## src/verilog/layer_consts.svh

```systemverilog
//////////////////////////////////////////////////////////////////////
// Layer stage constants
// Neuron count and Q8.8 data path widths
// Hard-sigmoid offset, ceiling and slope shift
//////////////////////////////////////////////////////////////////////

`ifndef LAYER_CONSTS_SVH
`define LAYER_CONSTS_SVH

// Neurons sharing the serial data stream
`define LAYER_NUM_NEURONS 6

// Q8.8 samples, taps and outputs
`define LAYER_SAMPLE_W    16
`define LAYER_FRAC_BITS   8

// Accumulator headroom over a sample
`define LAYER_ACC_W       24

// Hard sigmoid y = clamp(x/4 + 0.5, 0, 1) in Q8.8
`define LAYER_SIG_HALF    128
`define LAYER_SIG_ONE     256
`define LAYER_SIG_SHIFT   2

`endif
```

## src/verilog/layer_pkg.sv

```systemverilog
//////////////////////////////////////////////////////////////////////
// Layer stage types
// Sample, product and accumulator vectors
// Per-neuron tap and frame-sum bundles
// Output line state
//////////////////////////////////////////////////////////////////////

`default_nettype none

`include "layer_consts.svh"

package layer_pkg;

  // Q8.8 data, tap, bias or output value
  typedef logic signed [`LAYER_SAMPLE_W-1:0] sample_t;

  // Full product of two samples, Q16.16
  typedef logic signed [2*`LAYER_SAMPLE_W-1:0] product_t;

  // Running frame sum, Q16.8
  typedef logic signed [`LAYER_ACC_W-1:0] acc_t;

  // One tap per neuron
  typedef struct packed {
    sample_t t0;
    sample_t t1;
    sample_t t2;
    sample_t t3;
    sample_t t4;
    sample_t t5;
  } tap_vec_t;

  // Totals of a closed frame, neuron 0 first
  typedef struct packed {
    acc_t s0;
    acc_t s1;
    acc_t s2;
    acc_t s3;
    acc_t s4;
    acc_t s5;
  } sum_vec_t;

  typedef enum logic {
    OUT_IDLE,
    OUT_DRAIN
  } out_state_t;

endpackage

`default_nettype wire

```

## src/verilog/layer_neurons.sv

```systemverilog
//////////////////////////////////////////////////////////////////////
// layer_neurons
// Input register stage for data, taps, first and bias
// Six MAC neurons on the shared stream
// Frame capture of the sums and the frame bias, frame_done pulse
//////////////////////////////////////////////////////////////////////

`timescale 1ns/1ps
`default_nettype none

`include "layer_consts.svh"

module layer_neurons (
  input  logic                clk,
  input  logic                reset,
  input  logic                first,
  input  layer_pkg::sample_t  data,
  input  layer_pkg::tap_vec_t taps,
  input  layer_pkg::sample_t  bias,
  output layer_pkg::sum_vec_t sums,
  output layer_pkg::sample_t  bias_r,
  output logic                frame_done
);

  layer_pkg::sample_t  data_q;
  layer_pkg::tap_vec_t taps_q;
  layer_pkg::sample_t  bias_q;
  logic                first_q;
  logic                started;

  layer_pkg::sample_t  tap_arr [`LAYER_NUM_NEURONS];
  layer_pkg::acc_t     acc_arr [`LAYER_NUM_NEURONS];
  layer_pkg::sum_vec_t frame_tot;

  //////////////////////////////////////////////////////////////////////
  // Input registers
  //////////////////////////////////////////////////////////////////////

  always_ff @(posedge clk) begin
    if (reset) begin
      data_q  <= '0;
      taps_q  <= '0;
      bias_q  <= '0;
      first_q <= 1'b0;
    end else begin
      data_q  <= data;
      taps_q  <= taps;
      bias_q  <= bias;
      first_q <= first;
    end
  end

  // Samples ahead of the first frame belong to no frame
  always_ff @(posedge clk) begin
    if (reset) begin
      started <= 1'b0;
    end else if (first_q) begin
      started <= 1'b1;
    end
  end

  //////////////////////////////////////////////////////////////////////
  // Neuron array
  //////////////////////////////////////////////////////////////////////

  assign tap_arr[0] = taps_q.t0;
  assign tap_arr[1] = taps_q.t1;
  assign tap_arr[2] = taps_q.t2;
  assign tap_arr[3] = taps_q.t3;
  assign tap_arr[4] = taps_q.t4;
  assign tap_arr[5] = taps_q.t5;

  for (genvar i = 0; i < `LAYER_NUM_NEURONS; i++) begin : g_neuron
    neuron neuron_inst (
      .clk     (clk),
      .reset   (reset),
      .restart (first_q),
      .data    (data_q),
      .tap     (tap_arr[i]),
      .acc     (acc_arr[i])
    );
  end

  //////////////////////////////////////////////////////////////////////
  // Frame capture
  //////////////////////////////////////////////////////////////////////

  assign frame_tot.s0 = acc_arr[0];
  assign frame_tot.s1 = acc_arr[1];
  assign frame_tot.s2 = acc_arr[2];
  assign frame_tot.s3 = acc_arr[3];
  assign frame_tot.s4 = acc_arr[4];
  assign frame_tot.s5 = acc_arr[5];

  // Accumulators still hold the closed frame on the restart edge
  always_ff @(posedge clk) begin
    if (reset) begin
      sums       <= '0;
      bias_r     <= '0;
      frame_done <= 1'b0;
    end else begin
      frame_done <= first_q;
      if (first_q) begin
        sums   <= started ? frame_tot : '0;
        bias_r <= bias_q;
      end
    end
  end

endmodule

`default_nettype wire

```

## src/verilog/neuron.sv

```systemverilog
//////////////////////////////////////////////////////////////////////
// neuron
// Multiply-accumulate of the data stream with one tap
// Restart loads the new product in place of the running sum
//////////////////////////////////////////////////////////////////////

`timescale 1ns/1ps
`default_nettype none

`include "layer_consts.svh"

module neuron (
  input  logic               clk,
  input  logic               reset,
  input  logic               restart,
  input  layer_pkg::sample_t data,
  input  layer_pkg::sample_t tap,
  output layer_pkg::acc_t    acc
);

  layer_pkg::product_t prod;
  layer_pkg::acc_t     term;

  // Q8.8 times Q8.8 gives Q16.16
  assign prod = data * tap;

  // Arithmetic shift right by the fraction bits, kept as Q16.8.
  // The top 24 bits of the 32-bit product are exactly that shift.
  assign term = prod[`LAYER_FRAC_BITS +: `LAYER_ACC_W];

  // Sum wraps on overflow, the output stage saturates later
  always_ff @(posedge clk) begin
    if (reset) begin
      acc <= '0;
    end else if (restart) begin
      acc <= term;
    end else begin
      acc <= acc + term;
    end
  end

endmodule

`default_nettype wire

```

## config.mk

```make
export PLATFORM = sky130hd
export DESIGN_NAME = layer_neurons
export DESIGN_NICKNAME = d
export VERILOG_FILES = /design/src/verilog/layer_pkg.sv /design/src/verilog/layer_neurons.sv /design/src/verilog/neuron.sv
export VERILOG_INCLUDE_DIRS = /design/src /design/src/verilog
export SDC_FILE = /design/constraint.sdc
export NUM_CORES = 2
export LEC_CHECK = 0
export BUFFER_PORTS_ARGS = -buffer_cell sky130_fd_sc_hd__buf_2
export CAP_MARGIN = 10
export CELL_PAD_IN_SITES_DETAIL_PLACEMENT = 0
export CELL_PAD_IN_SITES_GLOBAL_PLACEMENT = 1
export CORE_UTILIZATION = 45
export DETAILED_ROUTE_END_ITERATION = 10
export GPL_TIMING_DRIVEN = 1
export PLACE_DENSITY = 0.86
export RECOVER_POWER = 100
export SETUP_SLACK_MARGIN = 0.1
export SYNTH_ARGS = -nofsm -noshare
export SYNTH_HDL_FRONTEND = slang
export SYNTH_SLANG_ARGS = --single-unit
```

## constraint.sdc

```tcl
create_clock -name clk -period 21.4 [get_ports clk]
set_input_delay 3.21 -clock clk [delete_from_list [all_inputs] [get_ports clk]]
set_output_delay 3.21 -clock clk [all_outputs]
set_load 0.005 [all_outputs]
```

* Word level (Yosys, flattened, before mapping)
Cells that the tools add are included.
** Operators by class
- Shifts and indexed selects :: 0
- Divide/modulo/power cells :: 0
- Bitwise logic cells :: 0
- Equality and inequality tests :: 0
- Reductions and logical operators :: 0
- $add $sub $neg :: 6
- Multiply operators :: 6
- Muxes and demuxes :: 7
- Magnitude comparators :: 0
** Operators with widths (number)
- $mul 16x16->32 :: 6
- $add 24x24->24 :: 6
- $mux 144 :: 1
- $mux 24 :: 6
** Storage, ports and cells
- Logic and storage cells :: 43
- RAM bits :: 0
- Flip-flop bits (word level) :: 435
- Bits of input ports :: 131
- Bits in latches :: 0
- Output and inout port bits :: 161
- Memories kept :: 0
- Memory bits (read-only) :: 0

* Logic depth before layout (Yosys ltp)
- Depth after elaboration :: 3
- Mapped depth :: 38
- Mapped depth without buffers :: 35

* Hierarchy
Synthesis repeated with hierarchy kept, for this count alone.
** Unflattened totals
- Cell total of the unflattened synthesis :: 8700
- Area, all modules :: 79099.6 µm²
** By module, submodules not included
- neuron at g_neuron[1].neuron_inst ... :: instances 3, area an instance 11471.0 µm², seq. area each 480.5 µm², cells each 1281
- neuron at g_neuron[5].neuron_inst :: instances 1, area an instance 11680.0 µm², seq. area each 480.5 µm², cells each 1291
- neuron at g_neuron[0].neuron_inst :: instances 1, area an instance 11648.7 µm², seq. area each 480.5 µm², cells each 1319
- neuron at g_neuron[4].neuron_inst :: instances 1, area an instance 11429.7 µm², seq. area each 480.5 µm², cells each 1278
- layer_neurons :: instances 1, area an instance 9928.3 µm², seq. area each 5825.6 µm², cells each 969

* Worst setup path before layout
Ideal clock, no wire load.
- Kind :: reg2reg
- From :: register data_q[8]
- To :: register g_neuron[5].neuron_inst.acc[22]
- Setup time :: 0.057 ns
- Data arrival time :: 8.256 ns
- Data required time :: 21.343 ns
- Clock period less this slack :: 8.314 ns
- Setup slack :: 13.086 ns
- Buffers on the path :: 3
- Stages on the path, launching flop included :: 32
- Path through :: dfxtp_1 -> clkbuf_1 -> clkbuf_1 -> clkbuf_1 -> nand2_1 -> fa_1 -> fa_1 -> fa_1 -> fa_1 -> inv_1 -> fa_1 -> fa_1 -> ha_1 -> a211oi_1 -> nor2_1 -> a211o_1 -> o2111ai_1 -> nand2_1 -> a21bo_2 -> a211oi_1 -> nor2_1 -> ha_1 -> and3_1 -> a221o_1 -> o21bai_1 -> and2_1 -> o221a_2 -> o41ai_4 -> o21a_1 -> or4b_1 -> a41oi_1 -> or3_1
** On the way
- Cells in the longest elaborated chain, start to end :: 3
** Ends and longest elaborated chain
- from (decl) :: RTL line layer_neurons.sv:25 : layer_pkg::sample_t data_q;
- from (signal assigned) :: RTL line layer_neurons.sv:46 : data_q <= data;
- $mul 16x16->32 (*) :: RTL line neuron.sv:25 : assign prod = data * tap;
- $add 24x24->24 :: RTL line neuron.sv:38 : acc <= acc + term;
- $mux 24 (*) :: RTL line neuron.sv:35 : end else if (restart) begin
- to (signal assigned) :: RTL line neuron.sv:36 : acc <= term;
- to (signal assigned) :: RTL line neuron.sv:38
- to (decl) :: RTL line neuron.sv:18 : output layer_pkg::acc_t acc
Every way passes the cells marked *; elsewhere a longest branch is shown, timed or not.
A chain may end at the register's enable or synchronous reset.

* Worst setup path in the final report
- From :: register data_q[5]
- To :: register g_neuron[2].neuron_inst.acc[23]
** On the way
- Cells in the longest elaborated chain, start to end :: 3
** Ends and longest elaborated chain (RTL line)
- $mul 16x16->32 (*) :: neuron.sv:25
- $add 24x24->24 :: neuron.sv:38
- $mux 24 (*) :: neuron.sv:35
- to (signal assigned) :: neuron.sv:36
- to (signal assigned) :: neuron.sv:38
- to (decl) :: neuron.sv:18
Marked as above.

==> key figures <==
Outcome
  • Status: finished with violations
  • Failing checks: max-capacitance violations, max-slew violations

Timing
  • Final setup vio count: 0
  • Clock skew: roughly 50 ps
  • RSZ-0062 raised after global routing: false
  • Worst hold slack: 460.3 ps
  • FMAX: 80.06 MHz
  • Post-layout min period: roughly 12000 ps
  • Worst slew pin tran: roughly 4300 ps
  • Pins Over Slew Limit: roughly 560
  • Sum Neg Setup Slack: 0 ps
  • Period utilization: 0.5837
  • Worst rel slew slack: -1.861
  • Setup ws final: about 9000 ps
  • Final Hold Vio Count: 0

Worst setup path
  • CP Data Required Time: 21830 ps
  • Critical Path Max Stage Delay: between 2000 and 2500 ps
  • Critical path origin: data_q[5]
  • CP max stage cell: clkbuf_1
  • CP Class: reg2reg
  • Nature of the critical path endpoint: flip-flop
  • Reg2Reg Launch Point: data_q[5]
  • Critical path startpoint category: flip-flop
  • Largest delay contributor family on the critical path: compound AO/OA/AOI/OAI gates
  • Worst EP arrival: 12920 ps
  • Worst-path fanout max: 55
  • Worst path buffer plus inverter count: 4

Drt
  • WL/cell: 18.64 um
  • DRT antenna net count: 0
  • Starting DRT DRC Count: roughly 3100
  • Via density: 5.189
  • Via count: roughly 55000
  • Post-route DRC: 0
  • WL final: roughly 200 mm
  • DR pass1 iterations: 5

Pwr
  • Power per cell area: roughly 100 mW/mm^2
  • Lkg Pwr: 41.04 nW
  • Total power draw: ~8.2 mW
  • Maximum vdd ir drop: 117.5 uV

Clocking
  • Cts hold-fix bufs: 0
  • Post-CTS Setup Inserts: 0
  • Clock insertion delay at the later pin of the skew report: a little over 700 ps
  • CTS root buf: clkbuf_16
  • Num CTS Buffers: 56
  • Deepest clock path buffer count: 3
  • Clock transition at the registers of the reported paths: around 70 ps
  • CTS tree: built
  • Htree depth: 2
  • Clk sinks: approximately 440
  • PostCTS Resize Cnt: 0

Synthesis
  • Mapped Cells: about 8300
  • Simple-gate share of the synthesized area: 0.1529
  • Synth Area in Compound Gates: 0.07313
  • Mapped Avg Cell Area: slightly above 9 um^2
  • FFs w/ async S/R, synth: 0
  • Post-synthesis mux area share: 0.005120
  • Synth warnings: 0
  • Synthesized flop and latch total: ~440
  • Yosys cell types: about 80
  • Post-synth EDFFs: 0
  • Sequential cell area fraction in the yosys report: 0.1142
  • Largest family of logic cells by synthesized area: adder cells
  • Synth Cell Area: ~0.076 mm^2
  • Post-Syn Nets: 10590
  • Ys flop type: dfxtp_1
  • Synth Area in Adders: 0.5152
  • Area share of xor/xnor cells in the synthesized design: 0.03368

Floorplanning
  • Die Ht: 413.6 um
  • Die area: 0.1711 mm^2
  • Initial core utilization: 0.4549
  • Top-Level Pins: 292
  • Chip Width: between 400 and 500 um
  • Num rows: 150
  • Core box area: approximately 0.17 mm^2

Place
  • HPWL after DPL: approximately 150 mm
  • GPL Wtd Cong: 0.8771
  • Placed Area: about 0.08 mm^2
  • Post-place setup slack: between 10000 and 15000 ps
  • IO buf count: 291

Hold path
  • Hold Path Origin: bias_q[9]
  • Min-delay worst type: reg2reg

Finish
  • Fill cell count: between 15000 and 20000
  • Post-route design area: roughly 0.081 mm^2
  • Area grow syn2layout: 6.450%
  • Fin nets: roughly 11000
  • Layout cells sized above 1: 0.04158

GRT
  • Largest net degree at the start of global routing: 89
  • GRT Residual Overflow: 0
  • First-pass GRT wire length: about 320 mm
  • Vias in the first global route: roughly 59000
  • Initial antenna violation count: 3
  • GRT Util Overall: 0.2369

Flow run
  • Max_cap viols: 10
==> where the power goes <==
part,switching [mW],internal (mW)
logic,3.39,2.65
registers,0.194,0.964
clock network,0.434,0.566
total,4.02,4.18
==> metrics by stage <==
| step | std cells | util |
|---|---|---|
| detailed placement | 10450 | 0.4745 |
| floorplan | 8260 | - |
| global route | 10550 | 0.4842 |
| finish | 10550 | 0.4842 |
| CTS | 10550 | 0.4858 |
| global placement | 10450 | 0.4745 |
==> registers in the layout, summed over array words and instances, names as in the netlist <==
signal and cells:
bias_q 16, bias_r 16, data_q 16, first_q 1, frame_done 1, g_neuron.neuron_inst.acc 144
started 1, sums 144, tap_arr 96
==> cell families after synthesis <==
group,after synthesis
simple gates,2349
compound gates,803
mux,39
buf+inv,2148
fa+ha+maj,2196
xor+xnor,290
flops,435
==> path summary, 6_finish.rpt <==
path,end,slack (ps),depth (start not counted)
max,g_neuron[2].neuron_inst.acc[23],8910,34
min,bias_r[9],460,2
min reg2reg,bias_r[9],460,2
max reg2reg,g_neuron[2].neuron_inst.acc[23],8910,34
==> cells in the mapped netlist (22+ instances only) <==
library cell,count,area [um^2]
inv_1,1799,6753
fa_1,1572,31470
nand2_1,816,3063
and2_1,737,4611
ha_1,624,7807
dfxtp_1,435,8708
nor2_1,373,1400
clkbuf_1,329,1235
a21oi_1,214,1071
xnor2_1,213,1866
a22o_1,166,1454
nor2b_1,163,1020
o21ai_0,111,555.5
a21o_1,95,713.2
xor2_1,75,656.9
nand2b_1,65,406.6
nor3_1,48,240.2
nand3_1,43,215.2
mux2i_1,39,390.4
o21a_1,36,270.3
o21bai_1,30,225.2
a211oi_1,24,180.2
nand4_1,22,137.6
==> worst min-delay path: stages (launching register included) <==
cell     delay [ps]
dfxtp_1         300
mux2i_1          60
nor2_1           70
==> metal layers <==
metal  track usage  vias up  wire length [um]
met2        0.4087     1534             97100
li1              -    24960                 -
met1        0.3070    27950             81500
met3       0.03384      312             11940
met5             0        -                 0
met4       0.07126        0              6154
==> layout make-up <==
| cell class | instances | area [um^2] | area share |
|---|---|---|---|
| Multi-Input combinational cell | 5677 | 59390 | 0.7318 |
| Clock inverter | 32 | 354.1 | 0.004363 |
| Inverter | 1799 | 6753 | 0.08320 |
| Clock buffer | 73 | 1546 | 0.01906 |
| Sequential cell | 435 | 8768 | 0.1080 |
| Timing Repair Buffer | 330 | 1578 | 0.01944 |
| Tap cell | 2204 | 2758 | 0.03398 |
| Antenna cell | 3 | 7.507 | 0.00009250 |
==> placed cells by master (no fill, tap or decap), types with 178 or more instances in the layout <==
master | Yosys | layout
nor2_1 | 373 | 372
dfxtp_1 | 435 | 419
xnor2_1 | 213 | 213
buf_2 | 2 | 178
ha_1 | 624 | 624
a21oi_1 | 214 | 215
and2_1 | 737 | 726
fa_1 | 1572 | 1572
inv_1 | 1799 | 1797
nand2_1 | 816 | 816
Power figures use the tool's default switching activity.
