--- config.mk ---
export PLATFORM = sky130hd
export DESIGN_NAME = layer_output
export DESIGN_NICKNAME = d
export VERILOG_FILES = /design/src/verilog/layer_pkg.sv /design/src/verilog/layer_output.sv
export VERILOG_INCLUDE_DIRS = /design/src /design/src/verilog
export SDC_FILE = /design/constraint.sdc
export NUM_CORES = 1
export LEC_CHECK = 0
export BUFFER_PORTS_ARGS = -buffer_cell sky130_fd_sc_hd__buf_2
export CAP_MARGIN = 20
export CORE_MARGIN = 4
export CORE_UTILIZATION = 45
export DETAILED_ROUTE_END_ITERATION = 8
export PLACE_DENSITY = 0.8
export RECOVER_POWER = 25
export SYNTH_ARGS = -nofsm -noshare
export SYNTH_HDL_FRONTEND = slang
export SYNTH_SLANG_ARGS = --single-unit
export TNS_END_PERCENT = 1
--- constraint.sdc ---
create_clock -name clk -period 4.85 [get_ports clk]
set_clock_uncertainty 0.05 [all_clocks]
set_input_delay 0.2425 -clock clk [delete_from_list [all_inputs] [get_ports clk]]
set_output_delay 0.2425 -clock clk [all_outputs]
set_load 0.01 [all_outputs]
--- src/verilog/layer_consts.svh ---
//////////////////////////////////////////////////////////////////////
// Layer stage constants
// Neuron count and Q8.8 data path widths
// Hard-sigmoid offset, ceiling and slope shift
//////////////////////////////////////////////////////////////////////

`ifndef LAYER_CONSTS_SVH
`define LAYER_CONSTS_SVH

// Neurons sharing the serial data stream
`define LAYER_NUM_NEURONS 6

// Q8.8 samples, taps and outputs
`define LAYER_SAMPLE_W    16
`define LAYER_FRAC_BITS   8

// Accumulator headroom over a sample
`define LAYER_ACC_W       24

// Hard sigmoid y = clamp(x/4 + 0.5, 0, 1) in Q8.8
`define LAYER_SIG_HALF    128
`define LAYER_SIG_ONE     256
`define LAYER_SIG_SHIFT   2

`endif
--- src/verilog/layer_pkg.sv ---
//////////////////////////////////////////////////////////////////////
// Layer stage types
// Sample, product and accumulator vectors
// Per-neuron tap and frame-sum bundles
// Output line state
//////////////////////////////////////////////////////////////////////

`default_nettype none

`include "layer_consts.svh"

package layer_pkg;

  // Q8.8 data, tap, bias or output value
  typedef logic signed [`LAYER_SAMPLE_W-1:0] sample_t;

  // Full product of two samples, Q16.16
  typedef logic signed [2*`LAYER_SAMPLE_W-1:0] product_t;

  // Running frame sum, Q16.8
  typedef logic signed [`LAYER_ACC_W-1:0] acc_t;

  // One tap per neuron
  typedef struct packed {
    sample_t t0;
    sample_t t1;
    sample_t t2;
    sample_t t3;
    sample_t t4;
    sample_t t5;
  } tap_vec_t;

  // Totals of a closed frame, neuron 0 first
  typedef struct packed {
    acc_t s0;
    acc_t s1;
    acc_t s2;
    acc_t s3;
    acc_t s4;
    acc_t s5;
  } sum_vec_t;

  typedef enum logic {
    OUT_IDLE,
    OUT_DRAIN
  } out_state_t;

endpackage

`default_nettype wire

--- src/verilog/layer_output.sv ---
//////////////////////////////////////////////////////////////////////
// layer_output
// Output line draining the six frame sums, neuron 0 first
// Bias add with saturation to Q8.8 (data_out_pre)
// Hard-sigmoid activation (data_out) and out_valid strobe
//////////////////////////////////////////////////////////////////////

`timescale 1ns/1ps
`default_nettype none

`include "layer_consts.svh"

module layer_output (
  input  logic                clk,
  input  logic                reset,
  input  layer_pkg::sum_vec_t sums,
  input  layer_pkg::sample_t  bias_r,
  input  logic                frame_done,
  output layer_pkg::sample_t  data_out,
  output layer_pkg::sample_t  data_out_pre,
  output logic                out_valid
);

  // Head goes straight to the adder on the load cycle
  localparam int LINE_LEN   = `LAYER_NUM_NEURONS - 1;
  localparam int CNT_W      = $clog2(`LAYER_NUM_NEURONS);
  localparam int SAMPLE_MAX = (1 << (`LAYER_SAMPLE_W - 1)) - 1;
  localparam int SAMPLE_MIN = -(1 << (`LAYER_SAMPLE_W - 1));

  typedef logic signed [`LAYER_ACC_W:0] wide_t;

  localparam wide_t              SAT_MAX  = wide_t'(SAMPLE_MAX);
  localparam wide_t              SAT_MIN  = wide_t'(SAMPLE_MIN);
  localparam layer_pkg::sample_t SIG_HALF = layer_pkg::sample_t'(`LAYER_SIG_HALF);
  localparam layer_pkg::sample_t SIG_ONE  = layer_pkg::sample_t'(`LAYER_SIG_ONE);

  layer_pkg::out_state_t state;
  logic [CNT_W-1:0]      count;
  layer_pkg::acc_t       line [LINE_LEN];
  layer_pkg::acc_t       head;
  wide_t                 biased;
  layer_pkg::sample_t    pre_sat;
  layer_pkg::sample_t    sig_lin;
  layer_pkg::sample_t    sig_out;
  logic                  pre_valid;

  //////////////////////////////////////////////////////////////////////
  // Drain control
  //////////////////////////////////////////////////////////////////////

  always_ff @(posedge clk) begin
    if (reset) begin
      state     <= layer_pkg::OUT_IDLE;
      count     <= '0;
      pre_valid <= 1'b0;
    end else begin
      pre_valid <= 1'b0;
      case (state)
        layer_pkg::OUT_IDLE: begin
          if (frame_done) begin
            state     <= layer_pkg::OUT_DRAIN;
            count     <= CNT_W'(LINE_LEN);
            pre_valid <= 1'b1;
          end
        end
        layer_pkg::OUT_DRAIN: begin
          pre_valid <= 1'b1;
          count     <= count - 1'b1;
          if (count == CNT_W'(1)) begin
            state <= layer_pkg::OUT_IDLE;
          end
        end
        default: state <= layer_pkg::OUT_IDLE;
      endcase
    end
  end

  // Neurons 1 to 5 wait here and shift toward the head
  always_ff @(posedge clk) begin
    if (reset) begin
      line <= '{default: '0};
    end else if (frame_done) begin
      line[0] <= sums.s1;
      line[1] <= sums.s2;
      line[2] <= sums.s3;
      line[3] <= sums.s4;
      line[4] <= sums.s5;
    end else if (state == layer_pkg::OUT_DRAIN) begin
      for (int i = 0; i < LINE_LEN - 1; i++) begin
        line[i] <= line[i+1];
      end
      line[LINE_LEN-1] <= '0;
    end
  end

  //////////////////////////////////////////////////////////////////////
  // Bias add and activation
  //////////////////////////////////////////////////////////////////////

  assign head   = frame_done ? sums.s0 : line[0];
  assign biased = wide_t'(head) + wide_t'(bias_r);

  // Clip to the Q8.8 range
  assign pre_sat = (biased > SAT_MAX) ? layer_pkg::sample_t'(SAT_MAX) :
                   (biased < SAT_MIN) ? layer_pkg::sample_t'(SAT_MIN) :
                                        layer_pkg::sample_t'(biased);

  // x/4 + 0.5, then clamp to [0, 1]
  assign sig_lin = (data_out_pre >>> `LAYER_SIG_SHIFT) + SIG_HALF;
  assign sig_out = sig_lin[`LAYER_SAMPLE_W-1] ? '0 :
                   (sig_lin > SIG_ONE)        ? SIG_ONE : sig_lin;

  always_ff @(posedge clk) begin
    if (reset) begin
      data_out_pre <= '0;
    end else if (frame_done || state == layer_pkg::OUT_DRAIN) begin
      data_out_pre <= pre_sat;
    end
  end

  // Activation stage trails the pre-activation by one cycle
  always_ff @(posedge clk) begin
    if (reset) begin
      data_out  <= '0;
      out_valid <= 1'b0;
    end else begin
      out_valid <= pre_valid;
      if (pre_valid) begin
        data_out <= sig_out;
      end
    end
  end

endmodule

`default_nettype wire

# Word-level counts from Yosys, hierarchy flattened

Index checks and enable logic that the tools add are counted.

Word-level logic and storage cells: 35
Output and inout port bits: 33
Bits of input ports: 163
Register bits after elaboration: 158

Magnitude comparators: 3
Equal/unequal tests: 2
Bitwise operators: 1
Reductions and logical operators: 2
Muxes and demuxes: 13
$add $sub $neg: 3

Operator list:

| operator                                                        | number |
|---|---|
| 2-to-1 mux 120 bit                                              | 2 |
| 2-to-1 mux 16 bit                                               | 2 |
| 2-to-1 mux 15 bit                                               | 2 |
| adder 24 x 16 -> 25 bit                                         | 1 |
| greater-than comparator 25 x 16 -> 1 bit, second input constant | 1 |
| less-than comparator 25 x 16 -> 1 bit, second input constant    | 1 |
| 2-to-1 mux 24 bit                                               | 1 |
| adder 14 x 9 -> 15 bit, second input constant                   | 1 |
| greater-than comparator 15 x 10 -> 1 bit, second input constant | 1 |
| case mux 3 bit (2 select lines)                                 | 1 |
| case mux 1 bit (2 select lines)                                 | 2 |
| == test 3 x 1 -> 1 bit, second input constant                   | 1 |
| 2-to-1 mux 3 bit                                                | 1 |
| subtractor 3 x 1 -> 3 bit, second input constant                | 1 |
| 2-to-1 mux 1 bit                                                | 2 |
| != test 2 bit, second input constant                            | 1 |
| nonzero test 2 bit                                              | 1 |
| logical OR 1 bit                                                | 1 |
| inverter 1 bit                                                  | 1 |

# Logic depth before layout (Yosys ltp)

Gate-level depths: netlist of run 1.

Word-level depth: 5
Depth in mapped cells: 16
Mapped depth without buffers: 13

# Least setup slack after synthesis of run 1

No wires, ideal clock.

Path type: input-to-reg
Start point: input frame_done
End point: register data_out_pre[14]
Required time: 4.657 ns
Cell stages on the path: 15
Arrival: 3.736 ns
Library setup time: 0.143 ns
Buffers on the path: 4
Setup slack: 0.920 ns
Cells stage by stage: clkbuf_1 -> clkbuf_1 -> clkbuf_1 -> mux2i_1 -> fa_1 -> and2b_1 -> o2111ai_1 -> a21oi_1 -> o31ai_1 -> o41a_2 -> xnor2_1 -> or4_4 -> o41ai_4 -> buf_6 -> o32ai_1

Cells in the longest elaborated chain, start to end: 5
Elaborated cells between the ends (all ways): 7
Classes of those cells: add/sub (1); order compare (2); mux (3); reduce/logical (1)

RTL lines:

| item                                  | line                | text |
|---|---|---|
| from (decl)                           | layer_output.sv:18  | `input logic frame_done,` |
| 2-to-1 mux 24 bit                     | layer_output.sv:100 | `assign head = frame_done ? sums.s0 : line[0];` |
| adder 24 x 16 -> 25 bit               | layer_output.sv:101 | `assign biased = wide_t'(head) + wide_t'(bias_r);` |
| less-than comparator 25 x 16 -> 1 bit | layer_output.sv:105 | `(biased < SAT_MIN) ? layer_pkg::sample_t'(SAT_MIN) :` |
| 2-to-1 mux 16 bit                     | layer_output.sv:105 |  |
| 2-to-1 mux 16 bit                     | layer_output.sv:104 | `assign pre_sat = (biased > SAT_MAX) ? layer_pkg::sample_t'(SAT_MAX) :` |
| to (signal assigned)                  | layer_output.sv:117 | `data_out_pre <= pre_sat;` |
| to (decl)                             | layer_output.sv:20  | `output layer_pkg::sample_t data_out_pre,` |

Several ways; a longest one is shown, not always the timed one.
A chain may end at the register's enable or synchronous reset.

# Worst setup path after layout of run 1

Start point: register state
End point: register line[43] (netlist name)

Cells in the longest elaborated chain, start to end: 1

RTL lines:

| item                                | line               | text |
|---|---|---|
| from (decl)                         | layer_output.sv:37 | `layer_pkg::out_state_t state;` |
| from (signal assigned)              | layer_output.sv:53 | `state <= layer_pkg::OUT_IDLE;` |
| from (signal assigned)              | layer_output.sv:61 | `state <= layer_pkg::OUT_DRAIN;` |
| from (signal assigned)              | layer_output.sv:70 | `state <= layer_pkg::OUT_IDLE;` |
| nonzero test 2 bit (no source line) | n/a                |  |
| to (signal, indexed assignment)     | layer_output.sv:90 | `line[i] <= line[i+1];` |
| to (decl)                           | layer_output.sv:39 | `layer_pkg::acc_t line [LINE_LEN];` |

Every way passes these cells.

==> results of run 1 <==
==> power by group through the flow <==
stage | registers (mW) | clock network [mW] | logic (mW)
2_1_floorplan | 1.46 | 0 | 0.501
3_3_place_gp | 1.49 | 0 | 0.691
3_5_place_dp | 1.49 | 0 | 0.698
4_1_cts | 1.46 | 1.46 | 0.746
5_1_grt | 1.47 | 1.50 | 0.830
6_report | 1.46 | 1.43 | 0.752
==> metrics by stage <==
| stage | instance area, sq um | power, mW |
|---|---|---|
| 6_report | 10570 | 3.644 |
| 5_1_grt | 10570 | 3.806 |
| 4_1_cts | 10590 | 3.670 |
| 3_5_place_dp | 9261 | 2.188 |
| 3_3_place_gp | 9261 | 2.180 |
| 2_1_floorplan | 8234 | 1.962 |
==> sequential cells by signal, summed over array words and instances, names as in the netlist <==
signal,cells
count,3
data_out,14
data_out_pre,16
line,120
out_valid,1
pre_valid,1
state,1
==> per-layer routing <==
metal	vias up	wire length (um)	GRT usage [%]
met5	-	8	0
met4	2	629	7.780
met3	48	1423	4.488
met2	247	11410	37.34
met1	3524	9970	28.12
li1	3923	-	-
==> cell type report <==
cell class / instances / area, sq um / area share (%)
clock inverters: 11 / 153.9 / 1.456
multi-input cells: 757 / 4755 / 44.97
inverters: 15 / 56.30 / 0.5325
flip-flops and latches: 156 / 3123 / 29.54
clock buffers: 21 / 491.7 / 4.651
well taps: 229 / 286.5 / 2.710
repair buffers: 270 / 1707 / 16.14
==> path summary, 6_finish.rpt <==
kind,to,slack (ns)
worst max-delay path,line[43]$_SDFFE_PP0P_,0.71
worst min-delay path,line[16]$_SDFFE_PP0P_,0.01
worst max register to register,line[43]$_SDFFE_PP0P_,0.71
worst min register to register,data_out[9]$_SDFFE_PP0P_,0.41
==> critical path, cell delays in order (launching register included) <==
cell	delay [ns]
dfxtp_1	1.90
buf_4	0.72
buf_4	0.68
mux2i_1	0.30
nor2_1	0.09
a21oi_1	0.18
nor2_1	0.05
==> cell families (layout without fill, tap and decap cells) <==
kind of cell,count (synthesis),in the layout,share of synthesized area (%)
DFF,156,156,37.94
and+or+nand+nor,369,369,20.51
xor gates and xnor gates,17,17,1.809
other,1,2,0.04556
muxes,120,120,14.94
adders and majority gates,28,28,4.348
AOI/OAI and AO/OA,221,221,16.07
buffers and inverters,88,317,4.332
==> what timing repair did <==
item	in CTS	in global routing
hold buffers	68	0
gates resized for setup	0	0
endpoints found under the hold margin	68	0
==> synthesized netlist by cell type (3+ instances only) <==
| cell | instances | share of area, % |
|---|---|---|
| nor2_1 | 252 | 11 |
| o21bai_1 | 3 | 0.27 |
| xnor2_1 | 9 | 0.96 |
| ha_1 | 27 | 4.1 |
| nand2_1 | 18 | 0.82 |
| or2_2 | 4 | 0.30 |
| a211oi_1 | 4 | 0.36 |
| mux2_2 | 23 | 3.1 |
| o31ai_1 | 3 | 0.27 |
| and3_1 | 4 | 0.30 |
| nand2b_1 | 9 | 0.68 |
| inv_1 | 15 | 0.68 |
| a21o_1 | 7 | 0.64 |
| o22ai_1 | 5 | 0.38 |
| mux2i_1 | 97 | 12 |
| nor3_1 | 4 | 0.24 |
| buf_1 | 6 | 0.27 |
| o21a_1 | 6 | 0.55 |
| nand4_1 | 6 | 0.46 |
| or3_1 | 11 | 0.84 |
| nand3_1 | 4 | 0.24 |
| nor3b_1 | 25 | 2.3 |
| a31oi_1 | 3 | 0.23 |
| clkbuf_1 | 60 | 2.7 |
| and2_1 | 7 | 0.53 |
| o21ai_0 | 11 | 0.67 |
| a21oi_1 | 147 | 8.9 |
| o32ai_1 | 13 | 1.4 |
| buf_2 | 3 | 0.18 |
| or4_1 | 3 | 0.27 |
| dfxtp_1 | 156 | 38 |
| nor2b_1 | 10 | 0.76 |
| and4_1 | 3 | 0.32 |
| xor2_1 | 8 | 0.85 |
==> results.tsv, run 1 <==
metric	value	unit
outcome	finished with violations	
violated checks	max-capacitance violations, max-slew violations	
Int Pwr	2.614	mW
Total GRT Usage	22.10	%
setup TNS	0	ns
sequential share of power	40.1	%
total grt overflow	0	
RSZ-0062 raised after global routing	no	
CTS tree	done	
Switching Fraction	28.27	%
cell area after synthesis	0.008230	sq mm
Avg Cell Area, Syn	8.230	sq um
combinational cell fraction of total power	20.6	%
# diodes	0	
io pins	196	
Seq/Total Area, Yosys	37.94	%
Hold Crit Start	sums[16]	
Max Cap Viol	1	
Initial Utilization	45.82	%
Final Hold Fails	0	
Synth cell types	59	
Worst Setup End Kind	register	
CTS max path bufs	2	
Residual DRC	0	
Data required, critical path	5.10	ns
worst reg-to-reg path cell count	6	
startpoint types	register	
initial antenna violation count	1	
flop and latch count out of synthesis	156	
r2r startpoint	state$_SDFF_PP0_	
most frequent cells in the layout	nor2_1, buf_2, dfxtp_1	
Setup Buffers After CTS	0	
Mapped Cells	1000	
core area	0.01796	sq mm
Area Overhead vs Synth	28.46	%
routed len/inst	16.06	um
worst vdd ir	0.0002854	V
EDFF count, synth	0	
RD Place Congestion	0.8834	
worst-skew pair later-pin latency	0.42	ns
die height	143.2	um
CTS H-tree depth	4	
Final HPWL DP	16060	um
clock sink count	156	
post-layout minimum cycle time	4.138	ns
Slew HR	-56.15	%
post-route ant nets	0	
WL final	23440	um
CP startpoint	state$_SDFF_PP0_	
first-pass GRT wire length	36180	um
Fill cells	1518	
fin crit share	85.32	%
CTS buffer count	17	
worst slew pin tran	2.339	ns
Worst Setup Slack, final	0.7122	ns
Hold WS	0.01304	ns
Port Buf Inserts	193	
Final Util	58.86	%
router iterations before antenna repair	6	
Switch Pwr	1.030	mW
FFs w/ async S/R, synth	0	%
number of global-route vias before repair	7201	
dominant synthesized flop cell	dfxtp_1	
# setup viols final	0	
hold crit path type	primary input to register	
full die area	0.02052	sq mm
layout cells sized above 1	19.35	%
Final Max Tran Viols	45	
CTS clk-pin slew, worst paths	0.07	ns
power share of the clock group	39.2	%
DRT iter0 DRCs	453	
post-layout net count	1408	
Hold Path Depth	3	
Ys Warns	0	
number of placed instances, taps included	1358	
Die Span X	143.2	um
WP data arrival	4.39	ns
LEAKAGE	4.541	nW
CP Max Fanout	50	
Crit Path Class	register to register	
pwr dens	344.7	mW/mm^2
via/cell ratio	5.308	
Max Fclk	241.7	MHz
Place WS	0.7044	ns
largest net degree at the start of global routing	109	
most common cell after layout, fill and taps aside	nor2_1	
Post-Layout Cell Count	1459	
CTS root buffer	clkbuf_16	
DR vias	7744	
number of cell rows	49	
No activity file was read; power rests on OpenSTA's default activity.
==> run 2: changes to the inputs <==
==> constraint.sdc (replaced) <==
create_clock -name clk -period 4.44 [get_ports clk]
set_clock_uncertainty 0.05 [all_clocks]
set_input_delay 0.222 -clock clk [delete_from_list [all_inputs] [get_ports clk]]
set_output_delay 0.222 -clock clk [all_outputs]
set_load 0.01 [all_outputs]
==> results.tsv, run 2 (same netlist as run 1, synthesis figures left out) <==
metric	value	unit	change
worst-skew pair later-pin latency	0.43	ns	about the same
Max Fclk	265.6	MHz	+9.9%
setup TNS	0	ns	unchanged
Residual DRC	0		unchanged
delay-heaviest family, CP	compound AO/OA/AOI/OAI gates		
violated checks	max-capacitance violations, max-slew violations		
Hold-fix buffers, CTS	112		+65%
Final Hold Fails	0		unchanged
worst path cell trace	mux2_2 -> ha_1 -> inv_1 -> fa_1 -> and2b_1 -> o2111ai_1 -> a21oi_1 -> o31ai_1 -> o41a_2 -> o211a_1 -> o21ai_0 -> o41ai_4 -> buf_4 -> o32ai_1		
router iterations before antenna repair	5		-1
fin crit share	84.80	%	-0.51 points
startpoint types	register		
number of global-route vias before repair	7739		+7.5%
total power	3.920	mW	+7.6%
post-route ant nets	0		unchanged
Final Max Tran Viols	27		-40%
Total GRT Usage	24.00	%	+1.9 points
CTS root buffer	clkbuf_16		
Final HPWL DP	16080	um	+0.12%
Setup Buffers After CTS	0		unchanged
Initial Utilization	45.82	%	unchanged
DRT iter0 DRCs	481		+6.2%
via/cell ratio	5.324		+0.31%
Worst Setup End Kind	register		
CTS H-tree depth	4		unchanged
Port Buf Inserts	193		unchanged
number of placed instances, taps included	1358		unchanged
initial antenna violation count	3		+2
slowest cell delay on critical path	0.43	ns	-1.47 ns
worst slew pin tran	1.500	ns	-0.8386 ns
Crit Path Class	register to register		
CTS clk-pin slew, worst paths	0.06	ns	about the same
layout cells sized above 1	18.68	%	-0.67 points
Final Util	61.09	%	+2.2 points
biggest regs	line x120, data_out_pre x16, data_out x14		
most common cell after layout, fill and taps aside	nor2_1		
RD Place Congestion	0.8747		-0.98%
CTS tree	done		
CTS buffer count	17		unchanged
most frequent cells in the layout	nor2_1, buf_2, dfxtp_1		
WP data arrival	4.03	ns	-0.36 ns
post-layout net count	1452		+3.1%
Placed Area	0.009261	sq mm	unchanged
number of cell rows	49		unchanged
post-layout minimum cycle time	3.765	ns	-0.3726 ns
pwr dens	357.2	mW/mm^2	+3.6%
routed len/inst	16.70	um	+4.0%
worst vdd ir	0.0002670	V	-6.5%
DR vias	8018		+3.5%
LEAKAGE	4.701	nW	+3.5%
full die area	0.02052	sq mm	unchanged
RSZ-0062 raised after global routing	no		
largest net degree at the start of global routing	123		+13%
CP Max Fanout	15		-70%
hold crit path type	primary input to register		
Buf/Inv on CP	2		unchanged
largest reg by FF count	line		
Post-Layout Cell Count	1506		+3.2%
die height	143.2	um	unchanged
first-pass GRT wire length	39310	um	+8.6%
CTS max path bufs	2		unchanged
Area Overhead vs Synth	33.32	%	
Data required, critical path	4.70	ns	-0.40 ns
# setup viols final	0		unchanged
Max Cap Viol	1		unchanged
WL final	25150	um	+7.3%
core area	0.01796	sq mm	unchanged
slowest CP cell	o41a_2		
Die Span X	143.2	um	unchanged
Slew HR	-0.1641	%	+56 points
clock sink count	156		unchanged
Largest register FFs	120		unchanged
final non-filler cell area	0.01097	sq mm	+3.8%
post_cts resized	0		unchanged
io pins	196		unchanged
total grt overflow	0		unchanged
outcome	finished with violations		
## run 2: changes by cell type in the layout (fill, tap and decap cells not counted)
cell / previous run / this run
bufinv_16: 3 / 1
clkbuf_16: 18 / 17
clkbuf_8: 4 / 3
clkinv_2: 1 / 0
clkinv_4: 3 / 2
clkinv_8: 0 / 1
diode_2: 0 / 3
dlygate4sd3_1: 68 / 112
inv_6: 2 / 5
inv_8: 0 / 2
## run 2: final cells by class
cell class,instances,area [sq um]
antenna,3,7.507
clock buffer,19,452.9
clock inverter,13,145.1
fill,1498,6990
inverter,15,56.30
multi-input combinational,757,4755
sequential,156,3123
tap,229,286.5
timing repair buffer,314,2147
## run 2: path summary, 6_finish.rpt
kind | start | end | slack (ns) | cells past startpoint
setup reg to reg | line[96]$_SDFFE_PP0P_ | data_out_pre[4]$_SDFFE_PP0P_ | 0.67 | 14
setup / recovery | line[96]$_SDFFE_PP0P_ | data_out_pre[4]$_SDFFE_PP0P_ | 0.67 | 14
hold / removal | sums[65] | line[65]$_SDFFE_PP0P_ | 0.02 | 3
hold reg to reg | data_out[12]$_SDFFE_PP0P_ | data_out[12]$_SDFFE_PP0P_ | 0.42 | 1
## run 2: report_power, final
| part | internal (mW) | leakage [nW] | switching [mW] |
|---|---|---|---|
| registers | 1.50 | 1.29 | 0.0896 |
| clock network | 0.825 | 0.288 | 0.639 |
| logic | 0.410 | 3.13 | 0.455 |
## run 2: metal layers
metal | part of all wire [%] | global-route usage, %
met2 | 50 | 41.44
met4 | 2.9 | 9.366
met5 | 0 | 0
met3 | 5.3 | 3.885
met1 | 42 | 30.00
## run 2: worst min-delay path: stages
cell	delay [ns]
buf_2	0.10
a21oi_1	0.06
nor2_1	0.07
## run 2: per-stage QoR
stage / hold slack [ns] / setup slack (ns)
2_1_floorplan: 0.3106 / 0.5309
3_3_place_gp: 0.3860 / 0.5457
3_5_place_dp: 0.3921 / 0.4377
4_1_cts: 0.0007568 / 0.6893
5_1_grt: 0.01647 / 0.4429
6_report: 0.02155 / 0.6748
